[src/design/turf_pkg.sv]
package turf_pkg;

    ////////////////////////////////////////
    // Bus and field widths
    ////////////////////////////////////////

    localparam int ADDR_W       = 28;
    localparam int DATA_W       = 32;
    // Slave-side address widths behind the decoder
    localparam int ID_ADDR_W    = 14;
    localparam int CRATE_ADDR_W = 27;
    // Remote address inside one link
    localparam int LINK_ADDR_W  = 25;
    localparam int NUM_LINKS    = 4;

    typedef logic [ADDR_W-1:0]      addr_t;
    typedef logic [DATA_W-1:0]      data_t;
    typedef logic [LINK_ADDR_W-1:0] crate_addr_t;
    typedef logic [1:0]             link_sel_t;
    typedef logic [1:0]             bridge_type_t;

    ////////////////////////////////////////
    // Address map and register contents
    ////////////////////////////////////////

    // Top address bit picks the crate space
    localparam int CRATE_SEL_BIT = ADDR_W - 1;

    // Only type 1 is a working link bridge
    localparam bridge_type_t BRIDGE_TYPE_LINK = 2'd1;

    localparam data_t IDENT_WORD      = "TURF";
    localparam data_t BRIDGE_ERR_DATA = 32'hDEADDEAD;

    // ID space offsets
    localparam logic [ID_ADDR_W-1:0] ID_REG_IDENT       = 14'h0;
    localparam logic [ID_ADDR_W-1:0] ID_REG_DATEVER     = 14'h4;
    localparam logic [ID_ADDR_W-1:0] ID_REG_BRIDGE_TYPE = 14'h8;
    localparam logic [ID_ADDR_W-1:0] ID_REG_BRIDGE_STAT = 14'hC;

endpackage

[src/design/wb_if.sv]
interface wb_if #(
    parameter int ADDR_WIDTH = 14
);
    import turf_pkg::*;

    // Classic WISHBONE cycle, single access in flight
    logic                  cyc;
    logic                  stb;
    logic                  we;
    logic [ADDR_WIDTH-1:0] adr;
    // Write data, master to slave
    data_t                 dat_w;
    // Read data, slave to master
    data_t                 dat_r;
    // One cycle per access
    logic                  ack;

    modport master (
        output cyc, stb, we, adr, dat_w,
        input  dat_r, ack
    );

    modport slave (
        input  cyc, stb, we, adr, dat_w,
        output dat_r, ack
    );

endinterface

[src/design/baud_tick_gen.sv]
module baud_tick_gen #(
    parameter int STEP  = 1,
    parameter int WIDTH = 8
) (
    input  logic ps_clk,
    input  logic arst_n_i,
    output logic tick_o
);

    // Carry bit on top of the fractional phase
    logic [WIDTH:0] acc_q;

    always_ff @(posedge ps_clk or negedge arst_n_i) begin
        if (!arst_n_i) begin
            // One step behind zero, so the wrap carry lands in the first window
            acc_q <= {1'b0, WIDTH'((2 ** WIDTH) - STEP)};
        end else begin
            acc_q <= {1'b0, acc_q[WIDTH-1:0]} + (WIDTH + 1)'(STEP);
        end
    end

    // High for one cycle per phase wrap
    assign tick_o = acc_q[WIDTH];

endmodule

[src/design/reg_intercon.sv]
module reg_intercon (
    input  logic             ps_clk,
    input  logic             arst_n_i,
    input  logic             wb_cyc_i,
    input  logic             wb_stb_i,
    input  logic             wb_we_i,
    input  turf_pkg::addr_t  wb_adr_i,
    input  turf_pkg::data_t  wb_dat_i,
    output turf_pkg::data_t  wb_dat_o,
    output logic             wb_ack_o,
    wb_if.master             id_m,
    wb_if.master             crate_m
);
    import turf_pkg::*;

    logic sel_crate;
    logic sel_id;
    logic sel_dummy;
    logic dummy_ack_q;

    ////////////////////////////////////////
    // Address decode
    ////////////////////////////////////////

    assign sel_crate = wb_adr_i[CRATE_SEL_BIT];
    // ID space is the low 16 kB below the crate bit
    assign sel_id    = !sel_crate && (wb_adr_i[CRATE_SEL_BIT-1:ID_ADDR_W] == '0);
    // Holes in the map
    assign sel_dummy = !sel_crate && !sel_id;

    // ID control space
    assign id_m.cyc   = wb_cyc_i && sel_id;
    assign id_m.stb   = wb_stb_i && sel_id;
    assign id_m.we    = wb_we_i;
    assign id_m.adr   = wb_adr_i[ID_ADDR_W-1:0];
    assign id_m.dat_w = wb_dat_i;

    // Crate bridge space, link number stays in the address
    assign crate_m.cyc   = wb_cyc_i && sel_crate;
    assign crate_m.stb   = wb_stb_i && sel_crate;
    assign crate_m.we    = wb_we_i;
    assign crate_m.adr   = wb_adr_i[CRATE_ADDR_W-1:0];
    assign crate_m.dat_w = wb_dat_i;

    // Dummy slave, single-cycle ack pulse
    always_ff @(posedge ps_clk or negedge arst_n_i) begin
        if (!arst_n_i) begin
            dummy_ack_q <= 1'b0;
        end else begin
            dummy_ack_q <= wb_cyc_i && wb_stb_i && sel_dummy && !dummy_ack_q;
        end
    end

    ////////////////////////////////////////
    // Response mux
    ////////////////////////////////////////

    always_comb begin
        if (sel_crate) begin
            wb_ack_o = crate_m.ack;
            wb_dat_o = crate_m.dat_r;
        end else if (sel_id) begin
            wb_ack_o = id_m.ack;
            wb_dat_o = id_m.dat_r;
        end else begin
            wb_ack_o = dummy_ack_q;
            // Unmapped reads return zero
            wb_dat_o = '0;
        end
    end

    // No target may answer outside a bus cycle
    a_ack_in_cycle: assert property (
        @(posedge ps_clk) disable iff (!arst_n_i) wb_ack_o |-> wb_cyc_i
    ) else $error("reg_intercon: ack without cyc");

endmodule

[src/design/turf_id_ctrl.sv]
module turf_id_ctrl #(
    parameter turf_pkg::data_t DATEVERSION = '0
) (
    input  logic                             ps_clk,
    input  logic                             arst_n_i,
    wb_if.slave                              bus,
    output logic [2*turf_pkg::NUM_LINKS-1:0] bridge_type_o,
    input  logic [turf_pkg::NUM_LINKS-1:0]   bridge_timeout_i,
    input  logic [turf_pkg::NUM_LINKS-1:0]   bridge_invalid_i
);
    import turf_pkg::*;

    logic                   ack_q;
    logic                   acc;
    logic                   wr;
    // Invalid flags in the upper half, timeouts in the lower
    logic [2*NUM_LINKS-1:0] stat_q;
    logic [2*NUM_LINKS-1:0] stat_clr;

    // New access, the ack cycle itself excluded
    assign acc = bus.cyc && bus.stb && !ack_q;
    assign wr  = acc && bus.we;

    // Write-one-to-clear mask
    assign stat_clr = (wr && (bus.adr == ID_REG_BRIDGE_STAT)) ?
                      bus.dat_w[2*NUM_LINKS-1:0] : '0;

    always_ff @(posedge ps_clk or negedge arst_n_i) begin
        if (!arst_n_i) begin
            ack_q         <= 1'b0;
            bridge_type_o <= '0;
            stat_q        <= '0;
        end else begin
            ack_q <= acc;
            if (wr && (bus.adr == ID_REG_BRIDGE_TYPE)) begin
                bridge_type_o <= bus.dat_w[2*NUM_LINKS-1:0];
            end
            // New pulses win over a clear in the same cycle
            stat_q <= (stat_q & ~stat_clr) | {bridge_invalid_i, bridge_timeout_i};
        end
    end

    assign bus.ack = ack_q;

    // Read mux, address is held until ack
    always_comb begin
        case (bus.adr)
            ID_REG_IDENT:       bus.dat_r = IDENT_WORD;
            ID_REG_DATEVER:     bus.dat_r = DATEVERSION;
            ID_REG_BRIDGE_TYPE: bus.dat_r = {{(DATA_W-2*NUM_LINKS){1'b0}}, bridge_type_o};
            ID_REG_BRIDGE_STAT: bus.dat_r = {{(DATA_W-2*NUM_LINKS){1'b0}}, stat_q};
            default:            bus.dat_r = '0;
        endcase
    end

    // Held strobe must not produce a second ack
    a_single_ack: assert property (
        @(posedge ps_clk) disable iff (!arst_n_i) bus.ack |=> !bus.ack
    ) else $error("turf_id_ctrl: ack held for two cycles");

endmodule

[src/design/crate_bridge.sv]
module crate_bridge #(
    parameter int BRIDGE_TIMEOUT = 1024
) (
    input  logic                             ps_clk,
    input  logic                             arst_n_i,
    wb_if.slave                              bus,
    input  logic [2*turf_pkg::NUM_LINKS-1:0] bridge_type_i,
    input  logic [turf_pkg::NUM_LINKS-1:0]   link_up_i,
    output logic [turf_pkg::NUM_LINKS-1:0]   bridge_timeout_o,
    output logic [turf_pkg::NUM_LINKS-1:0]   bridge_invalid_o,
    output logic                             link_req_o,
    output turf_pkg::link_sel_t              link_sel_o,
    output turf_pkg::crate_addr_t            link_adr_o,
    output logic                             link_we_o,
    output turf_pkg::data_t                  link_dat_o,
    input  logic                             link_ack_i,
    input  turf_pkg::data_t                  link_dat_i
);
    import turf_pkg::*;

    localparam int TMR_W = $clog2(BRIDGE_TIMEOUT + 1);

    typedef enum logic [1:0] {
        ST_IDLE,
        ST_INVALID_ACK,
        ST_WAIT_LINK,
        ST_DONE
    } bridge_state_t;

    bridge_state_t    state_q;
    logic [TMR_W-1:0] tmr_q;
    data_t            rd_q;
    link_sel_t        acc_sel;
    bridge_type_t     acc_type;
    logic             acc_start;
    logic             acc_ok;
    logic             tmr_done;

    ////////////////////////////////////////
    // Access check
    ////////////////////////////////////////

    // Link number sits above the remote address
    assign acc_sel   = bus.adr[CRATE_ADDR_W-1:LINK_ADDR_W];
    assign acc_type  = bridge_type_i[2*acc_sel +: 2];
    // Needs a link bridge and a live link
    assign acc_ok    = (acc_type == BRIDGE_TYPE_LINK) && link_up_i[acc_sel];
    assign acc_start = bus.cyc && bus.stb && (state_q == ST_IDLE);
    assign tmr_done  = (tmr_q == TMR_W'(BRIDGE_TIMEOUT - 1));

    ////////////////////////////////////////
    // Bridge FSM
    ////////////////////////////////////////

    always_ff @(posedge ps_clk or negedge arst_n_i) begin
        if (!arst_n_i) begin
            state_q          <= ST_IDLE;
            tmr_q            <= '0;
            link_req_o       <= 1'b0;
            bridge_timeout_o <= '0;
            bridge_invalid_o <= '0;
        end else begin
            // Request and flags are single-cycle pulses
            link_req_o       <= 1'b0;
            bridge_timeout_o <= '0;
            bridge_invalid_o <= '0;
            case (state_q)
                ST_IDLE: begin
                    tmr_q <= '0;
                    if (acc_start && acc_ok) begin
                        state_q    <= ST_WAIT_LINK;
                        link_req_o <= 1'b1;
                    end else if (acc_start) begin
                        state_q                   <= ST_INVALID_ACK;
                        bridge_invalid_o[acc_sel] <= 1'b1;
                    end
                end
                ST_WAIT_LINK: begin
                    if (link_ack_i) begin
                        state_q <= ST_DONE;
                    end else if (tmr_done) begin
                        // Remote side never answered
                        state_q                      <= ST_DONE;
                        bridge_timeout_o[link_sel_o] <= 1'b1;
                    end else begin
                        tmr_q <= tmr_q + 1'b1;
                    end
                end
                // Ack cycles, back to idle
                default: begin
                    state_q <= ST_IDLE;
                end
            endcase
        end
    end

    // Link request fields and response data
    always_ff @(posedge ps_clk) begin
        if (acc_start) begin
            link_sel_o <= acc_sel;
            link_adr_o <= bus.adr[LINK_ADDR_W-1:0];
            link_we_o  <= bus.we;
            link_dat_o <= bus.dat_w;
        end
        if (acc_start && !acc_ok) begin
            rd_q <= BRIDGE_ERR_DATA;
        end else if (state_q == ST_WAIT_LINK && link_ack_i) begin
            rd_q <= link_dat_i;
        end else if (state_q == ST_WAIT_LINK && tmr_done) begin
            rd_q <= BRIDGE_ERR_DATA;
        end
    end

    assign bus.ack   = (state_q == ST_INVALID_ACK) || (state_q == ST_DONE);
    assign bus.dat_r = rd_q;

    // Request only on the step into the wait state
    a_req_on_start: assert property (
        @(posedge ps_clk) disable iff (!arst_n_i)
        link_req_o |-> (state_q == ST_WAIT_LINK) && ($past(state_q) == ST_IDLE)
    ) else $error("crate_bridge: link request outside access start");

endmodule

[src/design/turf_regs_top.sv]
module turf_regs_top #(
    parameter logic [3:0]  VER_MAJOR      = 4'd0,
    parameter logic [3:0]  VER_MINOR      = 4'd2,
    parameter logic [7:0]  VER_REV        = 8'd0,
    parameter logic [15:0] FIRMWARE_DATE  = 16'h0,
    parameter bit          REV_B          = 1'b0,
    parameter int          BRIDGE_TIMEOUT = 1024,
    parameter int          HSK_STEP       = 82,
    parameter int          HSK_WIDTH      = 10,
    parameter int          GPS_STEP       = 25,
    parameter int          GPS_WIDTH      = 12
) (
    input  logic                           ps_clk,
    input  logic                           arst_n_i,
    input  logic                           wb_cyc_i,
    input  logic                           wb_stb_i,
    input  logic                           wb_we_i,
    input  turf_pkg::addr_t                wb_adr_i,
    input  turf_pkg::data_t                wb_dat_i,
    output turf_pkg::data_t                wb_dat_o,
    output logic                           wb_ack_o,
    output logic                           link_req_o,
    output turf_pkg::link_sel_t            link_sel_o,
    output turf_pkg::crate_addr_t          link_adr_o,
    output logic                           link_we_o,
    output turf_pkg::data_t                link_dat_o,
    input  logic                           link_ack_i,
    input  turf_pkg::data_t                link_dat_i,
    input  logic [turf_pkg::NUM_LINKS-1:0] link_up_i,
    output logic                           hsk_16x_o,
    output logic                           gps_16x_o
);
    import turf_pkg::*;

    // Board revision, 15-bit date, then major.minor.rev
    localparam data_t DATEVERSION = {REV_B, FIRMWARE_DATE[14:0],
                                     VER_MAJOR, VER_MINOR, VER_REV};

    ////////////////////////////////////////
    // Register spaces
    ////////////////////////////////////////

    wb_if #(.ADDR_WIDTH(ID_ADDR_W))    id_bus ();
    wb_if #(.ADDR_WIDTH(CRATE_ADDR_W)) crate_bus ();

    // Per-link bridge type, two bits each
    logic [2*NUM_LINKS-1:0] bridge_type;
    logic [NUM_LINKS-1:0]   bridge_timeout;
    logic [NUM_LINKS-1:0]   bridge_invalid;

    reg_intercon u_intercon (
        .ps_clk   (ps_clk),
        .arst_n_i (arst_n_i),
        .wb_cyc_i (wb_cyc_i),
        .wb_stb_i (wb_stb_i),
        .wb_we_i  (wb_we_i),
        .wb_adr_i (wb_adr_i),
        .wb_dat_i (wb_dat_i),
        .wb_dat_o (wb_dat_o),
        .wb_ack_o (wb_ack_o),
        .id_m     (id_bus),
        .crate_m  (crate_bus)
    );

    turf_id_ctrl #(.DATEVERSION(DATEVERSION)) u_idctrl (
        .ps_clk           (ps_clk),
        .arst_n_i         (arst_n_i),
        .bus              (id_bus),
        .bridge_type_o    (bridge_type),
        .bridge_timeout_i (bridge_timeout),
        .bridge_invalid_i (bridge_invalid)
    );

    // Crate accesses out to the remote links
    crate_bridge #(.BRIDGE_TIMEOUT(BRIDGE_TIMEOUT)) u_bridge (
        .ps_clk           (ps_clk),
        .arst_n_i         (arst_n_i),
        .bus              (crate_bus),
        .bridge_type_i    (bridge_type),
        .link_up_i        (link_up_i),
        .bridge_timeout_o (bridge_timeout),
        .bridge_invalid_o (bridge_invalid),
        .link_req_o       (link_req_o),
        .link_sel_o       (link_sel_o),
        .link_adr_o       (link_adr_o),
        .link_we_o        (link_we_o),
        .link_dat_o       (link_dat_o),
        .link_ack_i       (link_ack_i),
        .link_dat_i       (link_dat_i)
    );

    ////////////////////////////////////////
    // UART 16x baud ticks
    ////////////////////////////////////////

    // Housekeeping, 82/1024 of ps_clk
    baud_tick_gen #(.STEP(HSK_STEP), .WIDTH(HSK_WIDTH)) u_hsk_baud (
        .ps_clk   (ps_clk),
        .arst_n_i (arst_n_i),
        .tick_o   (hsk_16x_o)
    );

    // GPS at 38400 baud
    baud_tick_gen #(.STEP(GPS_STEP), .WIDTH(GPS_WIDTH)) u_gps_baud (
        .ps_clk   (ps_clk),
        .arst_n_i (arst_n_i),
        .tick_o   (gps_16x_o)
    );

endmodule

[config.mk]
export PLATFORM = sky130hd
export DESIGN_NAME = turf_regs_top
export DESIGN_NICKNAME = d
export VERILOG_FILES = /design/src/design/turf_pkg.sv /design/src/design/wb_if.sv /design/src/design/baud_tick_gen.sv /design/src/design/reg_intercon.sv /design/src/design/turf_id_ctrl.sv /design/src/design/crate_bridge.sv /design/src/design/turf_regs_top.sv
export SDC_FILE = /design/constraint.sdc
export NUM_CORES = 1
export LEC_CHECK = 0
export ABC_AREA = 1
export ABC_CLOCK_PERIOD_IN_PS = 4800
export BUFFER_PORTS_ARGS = -buffer_cell sky130_fd_sc_hd__buf_2
export CORE_MARGIN = 5
export CORE_UTILIZATION = 45
export CTS_BUF_LIST = sky130_fd_sc_hd__clkbuf_8
export CTS_CLUSTER_DIAMETER = 30
export DETAILED_ROUTE_END_ITERATION = 10
export HOLD_SLACK_MARGIN = 0.15
export PLACE_DENSITY_LB_ADDON = 0.3
export SYNTH_ARGS = -nofsm -noshare
export SYNTH_HDL_FRONTEND = slang
export SYNTH_SLANG_ARGS = --single-unit
[constraint.sdc]
create_clock -name ps_clk -period 4.8 [get_ports ps_clk]
set_clock_uncertainty 0.1 [all_clocks]
set_input_delay 0 -clock ps_clk [delete_from_list [all_inputs] [get_ports ps_clk]]
set_output_delay 0 -clock ps_clk [all_outputs]
set_load 0.005 [all_outputs]
==> run_results.csv <==
group,metric,value,unit
run_status,status,"finished, final reports clean",
setup_path,cp-start-kind,"primary input",
floorplan,die_h,129,um
floorplan,chipWidth,129,um
setup_path,end_kind,"flop",
final_layout,final_common_cell,"nand2_1",
pwr,seqPwrFrac,56.0,%
timing,relSlewSlack,45.8,%
floorplan,die-area,16700,um2
pwr,swShare,25.4,%
timing,fin_hold_ws,0.163,ns
route,vias,5909,
pwr,peakVddDrop,0.230,mV
pwr,p_leak,4.60,nW
route,drc,0,
timing,drv_slew,0,
timing,max_freq,273,MHz
clocking,htree_levels,4,
pwr,p_comb_share,11.6,%
setup_path,cp_common_cell,"dlygate4sd3_1",
setup_path,critPathKind,"primary input to flop",
route,initialDrtViolationCount,427,
clocking,cts_buffer_depth,2,
clocking,cts.clk_slew.worst_paths,0.09,ns
logic_synthesis,synth_edf_count,60,
clocking,cts_tree,"done",
final_layout,final_util,67.9,%
route,first_pass_iters,5,
place,io_buffers,197,
place,dpl_cell_area,7540,um2
job,maxCapViolations,0,
floorplan,ios,198,
timing,min_period,3.67,ns
logic_synthesis,syn_area_per_cell,9.65,um2
final_layout,fin_nets,1125,
logic_synthesis,syn_inst,662,
place,post-dp-hpwl,11800,um
setup_path,crit_slowest_cell,"dlygate4sd3_1",
place,dp_slack,2.35,ns
logic_synthesis,synthTopCellsByArea,"edfxtp_1 (28%), dfrtp_1 (18%), nand2_1 (14%)",
clocking,clkLatencyLatePin,0.45,ns
floorplan,row_count,43,
floorplan,core_area,13900,um2
logic_synthesis,synth.yosys.seq_area_share,63.2,%
pwr,finalPower,2.56,mW
logic_synthesis,syn-num-nets,767,
timing,fin_ws,1.13,ns
timing,min_period_over_period,76.4,%
logic_synthesis,synthFlopType,"edfxtp_1",
clocking,postCtsResizedCells,0,
logic_synthesis,yosysTopAreaCell,"edfxtp_1",
timing,finalSetupTns,0,ns
logic_synthesis,synth-async-reset-ratio,40.6,%
global_routing,grt_max_degree,64,
pwr,clockPowerShare,32.4,%
setup_path,critical_path_arrival,3.96,ns
final_layout,drive_above_1_share,26.3,%
setup_path,cp.required,5.10,ns
timing,rsz0062_at_grt,"no",
setup_path,worst-path-max-fanout,10,
logic_synthesis,yosys_register_bits,155,
pwr,netSwitchingPower,651,uW
worst_hold_path,hold_class,"primary input to asynchronous set/reset pin",
route,viasPerCell,4.87,
setup_path,slowest_delay,0.74,ns
timing,hold_viol,0,
global_routing,grt_pass1_vias,5980,
global_routing,overflow,0,
global_routing,grt_usage,22.5,%
place,dp_cells,1026,
clocking,clock-root-buffer,"clkbuf_8",
final_layout,final_cells,1214,
place,gp_congestion,0.827,
final_layout,postLayoutCellArea,9420,um2
clocking,postCtsSetupRepairBufs,0,
logic_synthesis,syn_area,6390,um2
clocking,cts_made_buffers,17,
route,ant_nets,0,
setup_path,r2r.worst_path.cells,9,
pwr,p_per_area,272,nW/um2
final_layout,nFillCells,1043,
logic_synthesis,ys_warn_count,0,
logic_synthesis,synth_top_area_share,28.2,%
pwr,power.internal,1.91,mW
final_layout,area_growth,47.5,%
clocking,cts_sinks,155,
clocking,cts_hold_buf,155,
setup_path,crit_path_cell_trace,"dlygate4sd3_1 > buf_2 > nand2_1 > dlygate4sd3_1 > or2_2 > nor2_8 > nand2_2 > dlygate4sd3_1 > nor2_4 > dlygate4sd3_1 > nand2_1 > nand2_1 > dlygate4sd3_1",
route,wire_per_inst,15.5,um
timing,tightest_slew,0.814,ns
logic_synthesis,synth_cell_types,37,
global_routing,grt_pass1_wl,29400,um
global_routing,antenna_found_initial,1,
timing,setup_viol,0,
floorplan,start_util,46.0,%
final_layout,layout_common_cells,"nand2_1 (231), buf_2 (197), dlygate4sd3_1 (155), inv_1 (67), edfxtp_1 (60)",
route,totalWireLength,18800,um
## synth_stat cells, types with 14 or more instances
| master | n |
|---|---|
| dfrtp_1 | 46 |
| nand3_1 | 42 |
| nor2_1 | 36 |
| nand2_1 | 231 |
| dfxtp_1 | 32 |
| inv_1 | 63 |
| nand4_1 | 14 |
| edfxtp_1 | 60 |
| xor2_1 | 18 |
| dfstp_2 | 17 |
| o21ai_1 | 21 |
## area by class of cell
type / instances / area [um2] / area share (%)
Sequential cell: 155 / 4040 / 42.9
Multi-Input combinational cell: 418 / 2000 / 21.2
Antenna cell: 1 / 2.50 / 0.0266
Timing Repair Buffer: 354 / 2550 / 27.1
Clock buffer: 17 / 234 / 2.48
Tap cell: 180 / 225 / 2.39
Clock inverter: 15 / 91.3 / 0.969
Inverter: 74 / 278 / 2.95
## critical path: cells and delay by family
kind | cells | cell delay [ns]
buffers and inverters | 6 | 3.08
and+or+nand+nor | 7 | 0.87
## final timing paths
check / slack [ns] / from / endpoint
max: 1.13 / wb_stb_i / u_idctrl.bridge_type_o[5]
min: 0.16 / arst_n_i / u_gps_baud.acc_q[12]
max reg2reg: 1.54 / u_idctrl.bus.ack / u_idctrl.bridge_type_o[5]
min reg2reg: 0.33 / u_intercon.dummy_ack_q / u_intercon.dummy_ack_q
max in group asynchronous: 3.89 / arst_n_i / u_bridge.bridge_timeout_o[3]
min in group ps_clk: 0.17 / wb_adr_i[14] / u_bridge.link_adr_o[14]
## logic make-up (layout without fill, tap and decap cells)
| logic type | Yosys count | count (layout) | share of synthesized area [%] |
|---|---|---|---|
| flops | 155 | 155 | 63.2 |
| fa+ha+maj | 3 | 3 | 0.588 |
| buf+inv | 89 | 460 | 5.56 |
| other cells | 0 | 1 | 0 |
| xor+xnor | 24 | 24 | 3.29 |
| compound gates | 42 | 42 | 3.80 |
| simple gates | 349 | 349 | 23.5 |
## state kept, by name, summed over array words and instances, names as in the netlist
register	flops
u_bridge.bridge_invalid_o	4
u_bridge.bridge_timeout_o	4
u_bridge.bus.dat_r	32
u_bridge.link_adr_o	25
u_bridge.link_dat_o	32
u_bridge.link_req_o	1
u_bridge.link_sel_o	2
u_bridge.link_we_o	1
u_bridge.state_q	2
u_bridge.tmr_q	11
u_gps_baud.acc_q	13
u_hsk_baud.acc_q	10
u_idctrl.bridge_type_o	8
u_idctrl.bus.ack	1
u_idctrl.stat_q	8
u_intercon.dummy_ack_q	1
## power groups by stage
| stage | combinational, mW | sequential, mW | clock (mW) |
|---|---|---|---|
| after floorplan | 0.0865 | 1.46 | 0 |
| after global placement | 0.209 | 1.46 | 0 |
| after CTS | 0.294 | 1.43 | 0.854 |
| after global routing | 0.326 | 1.44 | 0.901 |
| after detailed placement | 0.210 | 1.46 | 0 |
| final | 0.298 | 1.43 | 0.830 |
## per-layer routing
layer / track usage (%) / part of all wire [%]
met1: 26.3 / 40
met4: 9.51 / 2.5
met5: 0 / 0.069
met3: 5.69 / 7.1
met2: 39.1 / 50
No activity file was read; power rests on OpenSTA's default activity.
